`src/verilog/video_pattern_pkg.sv`:
```
package video_pattern_pkg;

  // pattern select codes
  localparam logic [1:0] mode_solid    = 2'd0;
  localparam logic [1:0] mode_grid     = 2'd1;
  localparam logic [1:0] mode_gradient = 2'd2;

  // register map, byte offsets
  localparam logic [3:0] addr_ctrl  = 4'h0;
  localparam logic [3:0] addr_cfg   = 4'h4;
  localparam logic [3:0] addr_frame = 4'h8;

  // ctrl register fields
  localparam int ctrl_mode_lsb = 0;
  localparam int ctrl_mode_msb = 1;
  localparam int ctrl_stop_bit = 8;

  localparam logic [1:0] resp_okay   = 2'b00;
  localparam logic [1:0] resp_slverr = 2'b10;

  // one config word, read differently per mode; gradient ignores it
  typedef union packed {
    struct packed {
      logic [7:0] pad;
      logic [7:0] red;
      logic [7:0] green;
      logic [7:0] blue;
    } solid;
    struct packed {
      logic [3:0] spacing_log2;  // line every 2**n pixels
      logic [3:0] pad;
      logic [7:0] red;
      logic [7:0] green;
      logic [7:0] blue;
    } grid;
  } pattern_cfg_u;

endpackage

```
`src/verilog/video_timing_pkg.sv`:
```
package video_timing_pkg;

  // 1280x720 at 60 Hz, 74.25 MHz pixel clock
  localparam int active_h_pixels = 1280;
  localparam int h_front_porch   = 110;
  localparam int h_sync_width    = 40;
  localparam int h_back_porch    = 220;

  localparam int active_lines  = 720;
  localparam int v_front_porch = 5;
  localparam int v_sync_width  = 5;
  localparam int v_back_porch  = 20;

  localparam int fps = 60;  // frame counter wraps here

  // 1650 pixels per line, 750 lines per frame
  localparam int hcount_w = 11;
  localparam int vcount_w = 10;

  localparam int fc_w = 6;  // holds 0..fps-1

endpackage
```
`src/verilog/video_pattern_top.sv`:
```
module video_pattern_top #(
  parameter int active_h_pixels = video_timing_pkg::active_h_pixels,
  parameter int h_front_porch   = video_timing_pkg::h_front_porch,
  parameter int h_sync_width    = video_timing_pkg::h_sync_width,
  parameter int h_back_porch    = video_timing_pkg::h_back_porch,
  parameter int active_lines    = video_timing_pkg::active_lines,
  parameter int v_front_porch   = video_timing_pkg::v_front_porch,
  parameter int v_sync_width    = video_timing_pkg::v_sync_width,
  parameter int v_back_porch    = video_timing_pkg::v_back_porch,
  parameter int fps             = video_timing_pkg::fps
) (
  input  logic        pixel_clk_in,
  input  logic        rst_in,
  input  logic [3:0]  awaddr,
  input  logic        awvalid,
  output logic        awready,
  input  logic [31:0] wdata,
  input  logic        wvalid,
  output logic        wready,
  output logic [1:0]  bresp,
  output logic        bvalid,
  input  logic        bready,
  input  logic [3:0]  araddr,
  input  logic        arvalid,
  output logic        arready,
  output logic [31:0] rdata,
  output logic [1:0]  rresp,
  output logic        rvalid,
  input  logic        rready,
  output logic [7:0]  vid_red,
  output logic [7:0]  vid_green,
  output logic [7:0]  vid_blue,
  output logic        vid_hs,
  output logic        vid_vs,
  output logic        vid_de,
  output logic        frame_start,
  output logic        last_pixel
);

  logic                                video_gen_stop;
  logic [1:0]                          mode;
  video_pattern_pkg::pattern_cfg_u      cfg;

  // timing generator outputs
  logic [video_timing_pkg::hcount_w-1:0] hcount;
  logic [video_timing_pkg::vcount_w-1:0] vcount;
  logic                                hs;
  logic                                vs;
  logic                                ad;
  logic                                nf;
  logic                                very_last_pixel;
  logic [video_timing_pkg::fc_w-1:0]     fc;

  // pattern stage outputs
  logic [7:0] pat_red;
  logic [7:0] pat_green;
  logic [7:0] pat_blue;
  logic       hs_d;
  logic       vs_d;
  logic       ad_d;
  logic       nf_d;
  logic       last_d;

  axil_pattern_regs regs0 (
    .pixel_clk_in   (pixel_clk_in),
    .rst_in         (rst_in),
    .awaddr         (awaddr),
    .awvalid        (awvalid),
    .awready        (awready),
    .wdata          (wdata),
    .wvalid         (wvalid),
    .wready         (wready),
    .bresp          (bresp),
    .bvalid         (bvalid),
    .bready         (bready),
    .araddr         (araddr),
    .arvalid        (arvalid),
    .arready        (arready),
    .rdata          (rdata),
    .rresp          (rresp),
    .rvalid         (rvalid),
    .rready         (rready),
    .nf             (nf),
    .fc             (fc),
    .video_gen_stop (video_gen_stop),
    .mode           (mode),
    .cfg            (cfg)
  );

  video_sig_gen #(
    .active_h_pixels (active_h_pixels),
    .h_front_porch   (h_front_porch),
    .h_sync_width    (h_sync_width),
    .h_back_porch    (h_back_porch),
    .active_lines    (active_lines),
    .v_front_porch   (v_front_porch),
    .v_sync_width    (v_sync_width),
    .v_back_porch    (v_back_porch),
    .fps             (fps)
  ) timing0 (
    .pixel_clk_in        (pixel_clk_in),
    .rst_in              (rst_in),
    .video_gen_stop      (video_gen_stop),
    .hcount_out          (hcount),
    .vcount_out          (vcount),
    .vs_out              (vs),
    .hs_out              (hs),
    .ad_out              (ad),
    .nf_out              (nf),
    .very_last_pixel_out (very_last_pixel),
    .fc_out              (fc)
  );

  pattern_gen pattern0 (
    .pixel_clk_in (pixel_clk_in),
    .rst_in       (rst_in),
    .hcount       (hcount),
    .vcount       (vcount),
    .hs           (hs),
    .vs           (vs),
    .ad           (ad),
    .nf           (nf),
    .last         (very_last_pixel),
    .fc           (fc),
    .mode         (mode),
    .cfg          (cfg),
    .red          (pat_red),
    .green        (pat_green),
    .blue         (pat_blue),
    .hs_d         (hs_d),
    .vs_d         (vs_d),
    .ad_d         (ad_d),
    .nf_d         (nf_d),
    .last_d       (last_d)
  );

  video_out_stage out0 (
    .pixel_clk_in (pixel_clk_in),
    .rst_in       (rst_in),
    .red          (pat_red),
    .green        (pat_green),
    .blue         (pat_blue),
    .hs           (hs_d),
    .vs           (vs_d),
    .ad           (ad_d),
    .nf           (nf_d),
    .last         (last_d),
    .vid_red      (vid_red),
    .vid_green    (vid_green),
    .vid_blue     (vid_blue),
    .vid_hs       (vid_hs),
    .vid_vs       (vid_vs),
    .vid_de       (vid_de),
    .frame_start  (frame_start),
    .last_pixel   (last_pixel)
  );

endmodule

```
`src/verilog/video_out_stage.sv`:
```
module video_out_stage (
  input  logic       pixel_clk_in,
  input  logic       rst_in,
  input  logic [7:0] red,
  input  logic [7:0] green,
  input  logic [7:0] blue,
  input  logic       hs,
  input  logic       vs,
  input  logic       ad,
  input  logic       nf,
  input  logic       last,
  output logic [7:0] vid_red,
  output logic [7:0] vid_green,
  output logic [7:0] vid_blue,
  output logic       vid_hs,
  output logic       vid_vs,
  output logic       vid_de,
  output logic       frame_start,
  output logic       last_pixel
);

  always_ff @(posedge pixel_clk_in) begin
    if (rst_in) begin
      vid_red     <= 8'd0;
      vid_green   <= 8'd0;
      vid_blue    <= 8'd0;
      vid_hs      <= 1'b0;
      vid_vs      <= 1'b0;
      vid_de      <= 1'b0;
      frame_start <= 1'b0;
      last_pixel  <= 1'b0;
    end else begin
      // colour only inside the active window
      vid_red     <= ad ? red : 8'd0;
      vid_green   <= ad ? green : 8'd0;
      vid_blue    <= ad ? blue : 8'd0;
      vid_hs      <= hs;
      vid_vs      <= vs;
      vid_de      <= ad;
      frame_start <= nf;
      last_pixel  <= last;
    end
  end

endmodule

```
`src/verilog/pattern_gen.sv`:
```
module pattern_gen (
  input  logic                                pixel_clk_in,
  input  logic                                rst_in,
  input  logic [video_timing_pkg::hcount_w-1:0] hcount,
  input  logic [video_timing_pkg::vcount_w-1:0] vcount,
  input  logic                                hs,
  input  logic                                vs,
  input  logic                                ad,
  input  logic                                nf,
  input  logic                                last,
  input  logic [video_timing_pkg::fc_w-1:0]     fc,
  input  logic [1:0]                          mode,
  input  video_pattern_pkg::pattern_cfg_u      cfg,
  output logic [7:0]                          red,
  output logic [7:0]                          green,
  output logic [7:0]                          blue,
  output logic                                hs_d,
  output logic                                vs_d,
  output logic                                ad_d,
  output logic                                nf_d,
  output logic                                last_d
);

  localparam int hw = video_timing_pkg::hcount_w;
  localparam int vw = video_timing_pkg::vcount_w;

  logic [15:0] grid_mask;
  logic        on_line;
  logic [7:0]  red_next;
  logic [7:0]  green_next;
  logic [7:0]  blue_next;

  // low spacing_log2 bits all zero on either axis -> grid line
  assign grid_mask = (16'd1 << cfg.grid.spacing_log2) - 16'd1;
  assign on_line   = ((hcount & grid_mask[hw-1:0]) == '0) ||
                     ((vcount & grid_mask[vw-1:0]) == '0);

  always_comb begin
    red_next   = 8'd0;
    green_next = 8'd0;
    blue_next  = 8'd0;
    case (mode)
      video_pattern_pkg::mode_solid: begin
        red_next   = cfg.solid.red;
        green_next = cfg.solid.green;
        blue_next  = cfg.solid.blue;
      end
      video_pattern_pkg::mode_grid: begin
        if (on_line) begin
          red_next   = cfg.grid.red;
          green_next = cfg.grid.green;
          blue_next  = cfg.grid.blue;
        end
      end
      video_pattern_pkg::mode_gradient: begin
        red_next   = hcount[7:0];
        green_next = vcount[7:0];
        blue_next  = 8'({fc, 2'b00});  // steps per frame
      end
      default: ;  // unused code gives black
    endcase
  end

  always_ff @(posedge pixel_clk_in) begin
    red   <= red_next;
    green <= green_next;
    blue  <= blue_next;
  end

  // timing follows the pixel by the same one cycle
  always_ff @(posedge pixel_clk_in) begin
    if (rst_in) begin
      hs_d   <= 1'b0;
      vs_d   <= 1'b0;
      ad_d   <= 1'b0;
      nf_d   <= 1'b0;
      last_d <= 1'b0;
    end else begin
      hs_d   <= hs;
      vs_d   <= vs;
      ad_d   <= ad;
      nf_d   <= nf;
      last_d <= last;
    end
  end

endmodule

```
`src/verilog/axil_pattern_regs.sv`:
```
module axil_pattern_regs (
  input  logic                            pixel_clk_in,
  input  logic                            rst_in,
  input  logic [3:0]                      awaddr,
  input  logic                            awvalid,
  output logic                            awready,
  input  logic [31:0]                     wdata,
  input  logic                            wvalid,
  output logic                            wready,
  output logic [1:0]                      bresp,
  output logic                            bvalid,
  input  logic                            bready,
  input  logic [3:0]                      araddr,
  input  logic                            arvalid,
  output logic                            arready,
  output logic [31:0]                     rdata,
  output logic [1:0]                      rresp,
  output logic                            rvalid,
  input  logic                            rready,
  input  logic                            nf,
  input  logic [video_timing_pkg::fc_w-1:0] fc,
  output logic                            video_gen_stop,
  output logic [1:0]                      mode,
  output video_pattern_pkg::pattern_cfg_u  cfg
);

  logic [1:0]                     mode_reg;
  logic                           stop_reg;
  video_pattern_pkg::pattern_cfg_u cfg_reg;

  logic        wr_go;
  logic        rd_go;
  logic [31:0] rd_word;
  logic        rd_err;

  // both write channels taken in the same cycle, one outstanding response
  assign wr_go   = awvalid && wvalid && !bvalid;
  assign awready = wr_go;
  assign wready  = wr_go;

  assign rd_go   = arvalid && !rvalid;
  assign arready = rd_go;

  assign video_gen_stop = stop_reg;

  always_ff @(posedge pixel_clk_in) begin
    if (rst_in) begin
      mode_reg <= video_pattern_pkg::mode_solid;
      stop_reg <= 1'b0;
      cfg_reg  <= '0;
      bvalid   <= 1'b0;
      bresp    <= video_pattern_pkg::resp_okay;
    end else if (wr_go) begin
      bvalid <= 1'b1;
      bresp  <= video_pattern_pkg::resp_okay;
      case (awaddr)
        video_pattern_pkg::addr_ctrl: begin
          mode_reg <= wdata[video_pattern_pkg::ctrl_mode_msb:video_pattern_pkg::ctrl_mode_lsb];
          stop_reg <= wdata[video_pattern_pkg::ctrl_stop_bit];
        end
        video_pattern_pkg::addr_cfg:   cfg_reg <= wdata;
        video_pattern_pkg::addr_frame: bresp   <= video_pattern_pkg::resp_okay;  // read only
        default:                       bresp   <= video_pattern_pkg::resp_slverr;
      endcase
    end else if (bvalid && bready) begin
      bvalid <= 1'b0;
    end
  end

  always_comb begin
    rd_word = '0;
    rd_err  = 1'b0;
    case (araddr)
      video_pattern_pkg::addr_ctrl: begin
        rd_word[video_pattern_pkg::ctrl_mode_msb:video_pattern_pkg::ctrl_mode_lsb] = mode_reg;
        rd_word[video_pattern_pkg::ctrl_stop_bit] = stop_reg;
      end
      video_pattern_pkg::addr_cfg:   rd_word = cfg_reg;
      video_pattern_pkg::addr_frame: rd_word = 32'(fc);
      default:                       rd_err  = 1'b1;  // unmapped reads as zero
    endcase
  end

  always_ff @(posedge pixel_clk_in) begin
    if (rst_in) begin
      rvalid <= 1'b0;
      rresp  <= video_pattern_pkg::resp_okay;
    end else if (rd_go) begin
      rvalid <= 1'b1;
      rresp  <= rd_err ? video_pattern_pkg::resp_slverr : video_pattern_pkg::resp_okay;
    end else if (rvalid && rready) begin
      rvalid <= 1'b0;
    end
  end

  always_ff @(posedge pixel_clk_in) begin
    if (rd_go) begin
      rdata <= rd_word;
    end
  end

  // pipeline sees new settings only at frame boundary, or freely when parked
  always_ff @(posedge pixel_clk_in) begin
    if (rst_in) begin
      mode <= video_pattern_pkg::mode_solid;
      cfg  <= '0;
    end else if (nf || stop_reg) begin
      mode <= mode_reg;
      cfg  <= cfg_reg;
    end
  end

endmodule

```
`src/verilog/video_sig_gen.sv`:
```
module video_sig_gen #(
  parameter int active_h_pixels = video_timing_pkg::active_h_pixels,
  parameter int h_front_porch   = video_timing_pkg::h_front_porch,
  parameter int h_sync_width    = video_timing_pkg::h_sync_width,
  parameter int h_back_porch    = video_timing_pkg::h_back_porch,
  parameter int active_lines    = video_timing_pkg::active_lines,
  parameter int v_front_porch   = video_timing_pkg::v_front_porch,
  parameter int v_sync_width    = video_timing_pkg::v_sync_width,
  parameter int v_back_porch    = video_timing_pkg::v_back_porch,
  parameter int fps             = video_timing_pkg::fps
) (
  input  logic                                pixel_clk_in,
  input  logic                                rst_in,
  input  logic                                video_gen_stop,
  output logic [video_timing_pkg::hcount_w-1:0] hcount_out,
  output logic [video_timing_pkg::vcount_w-1:0] vcount_out,
  output logic                                vs_out,
  output logic                                hs_out,
  output logic                                ad_out,  // active drawing area
  output logic                                nf_out,  // new frame strobe
  output logic                                very_last_pixel_out,
  output logic [video_timing_pkg::fc_w-1:0]     fc_out
);

  localparam int hw = video_timing_pkg::hcount_w;
  localparam int vw = video_timing_pkg::vcount_w;
  localparam int fw = video_timing_pkg::fc_w;

  localparam int line_length = active_h_pixels + h_front_porch + h_sync_width + h_back_porch;
  localparam int total_lines = active_lines + v_front_porch + v_sync_width + v_back_porch;

  localparam logic [hw-1:0] last_h = hw'(line_length - 1);
  localparam logic [vw-1:0] last_v = vw'(total_lines - 1);

  localparam logic [hw-1:0] h_active     = hw'(active_h_pixels);
  localparam logic [vw-1:0] v_active     = vw'(active_lines);
  localparam logic [hw-1:0] h_sync_start = hw'(active_h_pixels + h_front_porch);
  localparam logic [hw-1:0] h_sync_end   = hw'(active_h_pixels + h_front_porch + h_sync_width);
  localparam logic [vw-1:0] v_sync_start = vw'(active_lines + v_front_porch);
  localparam logic [vw-1:0] v_sync_end   = vw'(active_lines + v_front_porch + v_sync_width);

  // frame strobe fires one pixel after the end of the first blank line's active part
  localparam logic [hw-1:0] h_nf = hw'(active_h_pixels - 1);
  localparam logic [vw-1:0] v_nf = vw'(active_lines);

  localparam logic [fw-1:0] fc_last = fw'(fps - 1);

  logic at_nf;
  logic at_end;

  assign at_nf  = (hcount_out == h_nf) && (vcount_out == v_nf);
  assign at_end = (hcount_out == last_h) && (vcount_out == last_v);

  // sync windows and active area straight off the counters
  always_comb begin
    hs_out = (hcount_out >= h_sync_start) && (hcount_out < h_sync_end);
    vs_out = (vcount_out >= v_sync_start) && (vcount_out < v_sync_end);
    ad_out = !video_gen_stop && (hcount_out < h_active) && (vcount_out < v_active);
  end

  always_ff @(posedge pixel_clk_in) begin
    if (rst_in) begin
      hcount_out          <= '0;
      vcount_out          <= '0;
      nf_out              <= 1'b0;
      very_last_pixel_out <= 1'b0;
      fc_out              <= '0;
    end else if (video_gen_stop) begin
      hcount_out          <= '0;  // park at origin, fc untouched
      vcount_out          <= '0;
      nf_out              <= 1'b0;
      very_last_pixel_out <= 1'b0;
    end else begin
      nf_out              <= at_nf;
      very_last_pixel_out <= at_end;  // shows up with (0,0) of next frame
      if (at_nf) begin
        fc_out <= (fc_out == fc_last) ? '0 : fc_out + 1'b1;
      end
      if (hcount_out == last_h) begin
        hcount_out <= '0;
        vcount_out <= (vcount_out == last_v) ? '0 : vcount_out + 1'b1;
      end else begin
        hcount_out <= hcount_out + 1'b1;
      end
    end
  end

endmodule

```
`config.mk`:
```
export PLATFORM = sky130hd
export DESIGN_NAME = video_pattern_top
export DESIGN_NICKNAME = d
export VERILOG_FILES = /design/src/verilog/video_pattern_pkg.sv /design/src/verilog/video_timing_pkg.sv /design/src/verilog/video_pattern_top.sv /design/src/verilog/video_out_stage.sv /design/src/verilog/pattern_gen.sv /design/src/verilog/axil_pattern_regs.sv /design/src/verilog/video_sig_gen.sv
export SDC_FILE = /design/constraint.sdc
export NUM_CORES = 1
export LEC_CHECK = 0
export ABC_CLOCK_PERIOD_IN_PS = 4019
export CAP_MARGIN = 20
export CORE_UTILIZATION = 25
export CTS_CLUSTER_DIAMETER = 150
export DETAILED_ROUTE_END_ITERATION = 6
export DONT_BUFFER_PORTS = 1
export GPL_TIMING_DRIVEN = 0
export SLEW_MARGIN = 20
export SYNTH_ARGS = -nofsm -noshare
export SYNTH_HDL_FRONTEND = slang
export SYNTH_SLANG_ARGS = --single-unit
```
`constraint.sdc`:
```
create_clock -name pixel_clk_in -period 4.02 [get_ports pixel_clk_in]
set_input_delay 0.603 -clock pixel_clk_in [delete_from_list [all_inputs] [get_ports pixel_clk_in]]
set_output_delay 0.603 -clock pixel_clk_in [all_outputs]
set_load 0.01 [all_outputs]
```
==> results.json <==
{
  "cts_max_level": 4,
  "vias": 5756,
  "p_leak_uw": 0.00285,
  "switching_power_uw": 883,
  "p_int_uw": 2880,
  "final_cell_mix": "156 x dfxtp_1, 144 x nand2_1, 84 x a21oi_1",
  "grt_pass1_wl_microns": 30200,
  "start_util_pct": 25.7,
  "yosysSeqAreaShare_pct": 54.7,
  "clock_latency_ns": 0.44,
  "cts.path.max_buffers": 2,
  "period_minus_slack_ns": 3.30,
  "setup_viol": 0,
  "dpl.hpwl_microns": 14300,
  "worstHoldEndpoint": "regs0.rvalid$_SDFFE_PP0P_",
  "die_area_sq_um": 30600,
  "ctsHoldBuffers": 0,
  "crit_fanout": 10,
  "grt.overflow.total": 0,
  "nNetsFinal": 888,
  "final_util_pct": 29.7,
  "vias_per_cell": 4.68,
  "rsz0062_at_grt": "no",
  "fmax_mhz": 303,
  "power_frac_seq_pct": 52.2,
  "hold_class": "primary input to register",
  "yosysUniqueCellTypes": 58,
  "syn_area_sq_um": 7460,
  "diodes": 0,
  "slew_violations": 0,
  "clock-sinks": 188,
  "worstReg2RegStart": "regs0.cfg[31]$_SDFFE_PP0P_",
  "power_frac_comb_pct": 2.1,
  "ir_drop_uv": 294,
  "path_clk_slew_ns": 0.08,
  "first_pass_iters": 5,
  "tightest_slew_ns": 0.657,
  "critPathLaunchType": "register",
  "avgSynthCellArea_sq_um": 9.18,
  "drt_iter0_drc": 400,
  "die_w_microns": 175,
  "die_h_microns": 175,
  "hold_slack_ns": 0.253,
  "synth_flop_cell": "dfxtp_1",
  "cts_root_buf": "clkbuf_16",
  "ctsResizeCount": 0,
  "io_pins": 117,
  "endpoint_kind": "register",
  "critical_path.slowest_cell": "clkbuf_1",
  "setup_tns_ns": 0,
  "drc": 0,
  "crit_top_cell": "clkbuf_1",
  "crit_chain": "buf_2 -> clkbuf_1 -> nor2_1 -> nand3b_1 -> ha_1 -> clkbuf_1 -> clkbuf_1 -> mux2i_1 -> o21ai_0 -> a211oi_1 -> a21oi_2 -> buf_6 -> a21oi_1",
  "synth_edf_count": 32,
  "grt_pass1_vias": 5390,
  "wl_microns": 19200,
  "max-slew-margin-rel_pct": 56.2,
  "holdPathStages": 1,
  "dp.cells": 1199,
  "port_buffers": 0,
  "syn_inst": 813,
  "synth_seq_cells": 188,
  "gr-usage-all-layers_pct": 12.7,
  "hold_viol": 0,
  "power_density_nw_per_um2": 437,
  "area_growth_pct": 15.3,
  "switching_share_pct": 23.5,
  "cap_violations": 0,
  "period_share_pct": 82.2,
  "synthArstFlopShare_pct": 0,
  "status": "finished clean",
  "r2r_setup_slack_ns": 0.72,
  "cp.arrival_ns": 3.59,
  "largest_register_ffs": 60,
  "cts_tree": "built",
  "gp_congestion": 0.935,
  "critPathKind": "register to register",
  "worstReg2RegEnd": "pattern0.blue[0]$_DFF_P_",
  "dp_slack_ns": 0.812,
  "max_stage_delay_ns": 0.36,
  "postCtsSetupBuffers": 0,
  "wl_per_cell_microns": 15.6,
  "reg2reg_depth": 13,
  "grt_max_degree": 26,
  "cts_buffers": 17,
  "final_common_cell": "dfxtp_1",
  "post-route-worst-setup-slack_ns": 0.716,
  "clock_skew_ns": 0.0130,
  "hp-start": "rready",
  "layout.cells.non_filler": 1231,
  "num_rows": 62,
  "required_ns": 4.30,
  "antenna_found_initial": 0,
  "clkPwrFrac_pct": 45.8,
  "final_antenna_net_count": 0,
  "coreArea_sq_um": 29000,
  "drive_above_1_share_pct": 7.79,
  "yosysWarnings": 0
}
-- worst max-delay path: cells and delay by family (launching register included) --
family	cells	cell delay, ns
AND/OR/NAND/NOR	2	0.23
adder cells (fa/ha/maj)	1	0.15
flip-flops	1	0.32
buffers and inverters	5	1.39
AO/OA/AOI/OAI	4	0.95
multiplexers	1	0.11
-- synth_stat cells (3+ instances only) --
master    instances  area share [%]
dfxtp_1         156              42
a31oi_1           4            0.34
nor4b_1           4            0.47
buf_2             4            0.27
a21oi_1          84             5.6
buf_4             3            0.30
clkbuf_1         50             2.5
nand2_1         144             7.2
a211oi_1          3            0.30
nor2_1           55             2.8
nor2b_1          16             1.3
mux2i_1          10             1.3
nand2b_1         27             2.3
nor4_1            5            0.42
xnor2_1          10             1.2
inv_1            13            0.65
nor3_1            8            0.54
and2_1           50             4.2
nand4b_1          5            0.59
ha_1              7             1.2
or3_1             4            0.34
edfxtp_1         32              13
nand3_1          11            0.74
and3_1            5            0.42
o21ai_1           8            0.54
xor2_1            6            0.70
a22oi_1          24             2.4
or2_2             4            0.34
o21ai_0          19             1.3
o21ai_2          10             1.2
-- stage by stage --
stage	total power, uW	instance area (sq um)
2_1_floorplan	2050	7470
3_3_place_gp	2080	7950
3_5_place_dp	2090	7980
4_1_cts	3800	8600
5_1_grt	3890	8600
6_report	3760	8600
-- layout make-up --
type | instances | area, sq um
inverters | 13 | 48.8
well taps | 384 | 480
flip-flops and latches | 188 | 4080
multi-input cells | 552 | 3080
clock inverters | 12 | 139
plain buffers | 61 | 262
fillers | 3082 | 20400
clock buffers | 20 | 489
repair buffers | 1 | 20.0
-- cells by family (layout without fill, tap and decap cells) --
logic type / after synthesis / count (layout) / synth area share (%)
adder cells (fa/ha/maj): 7 / 7 / 1.17
XOR/XNOR: 16 / 16 / 1.88
multiplexers: 10 / 10 / 1.34
AND/OR/NAND/NOR: 346 / 346 / 22.7
buffers and inverters: 74 / 107 / 4.16
other: 1 / 2 / 0.0502
flip-flops: 188 / 188 / 54.7
AO/OA/AOI/OAI: 171 / 171 / 14.0
-- worst max-delay path by stage --
stage,cells after the start,startpoint,to,slack (ns)
2_1_floorplan,1,arvalid,arready,1.18
4_1_cts,13,regs0.cfg[31]$_SDFFE_PP0P_,pattern0.blue[0]$_DFF_P_,0.79
5_1_grt,13,regs0.cfg[31]$_SDFFE_PP0P_,pattern0.blue[0]$_DFF_P_,0.45
6_report,13,regs0.cfg[31]$_SDFFE_PP0P_,pattern0.blue[0]$_DFF_P_,0.72
3_5_place_dp,13,regs0.cfg[31]$_SDFFE_PP0P_,pattern0.blue[0]$_DFF_P_,0.81
3_3_place_gp,1,arvalid,arready,0.36
-- power by group through the flow --
stage | clock, uW | combinational, uW | sequential [uW]
2_1_floorplan | 0 | 51.4 | 2000
3_3_place_gp | 0 | 72.8 | 2010
3_5_place_dp | 0 | 78.6 | 2010
4_1_cts | 1760 | 78.6 | 1960
5_1_grt | 1840 | 86.5 | 1970
6_report | 1720 | 77.4 | 1960
-- layer usage --
metal | wire length [microns] | share of wire [%] | vias to the layer above | global-route usage (%)
met5 | 0 | 0 | - | 0
met3 | 1540 | 8.0 | 24 | 3.89
met1 | 8640 | 45 | 2733 | 16.9
li1 | - | - | 2788 | -
met4 | 282 | 1.5 | 0 | 3.73
met2 | 8790 | 46 | 211 | 19.8
Power figures use the tool's default switching activity.
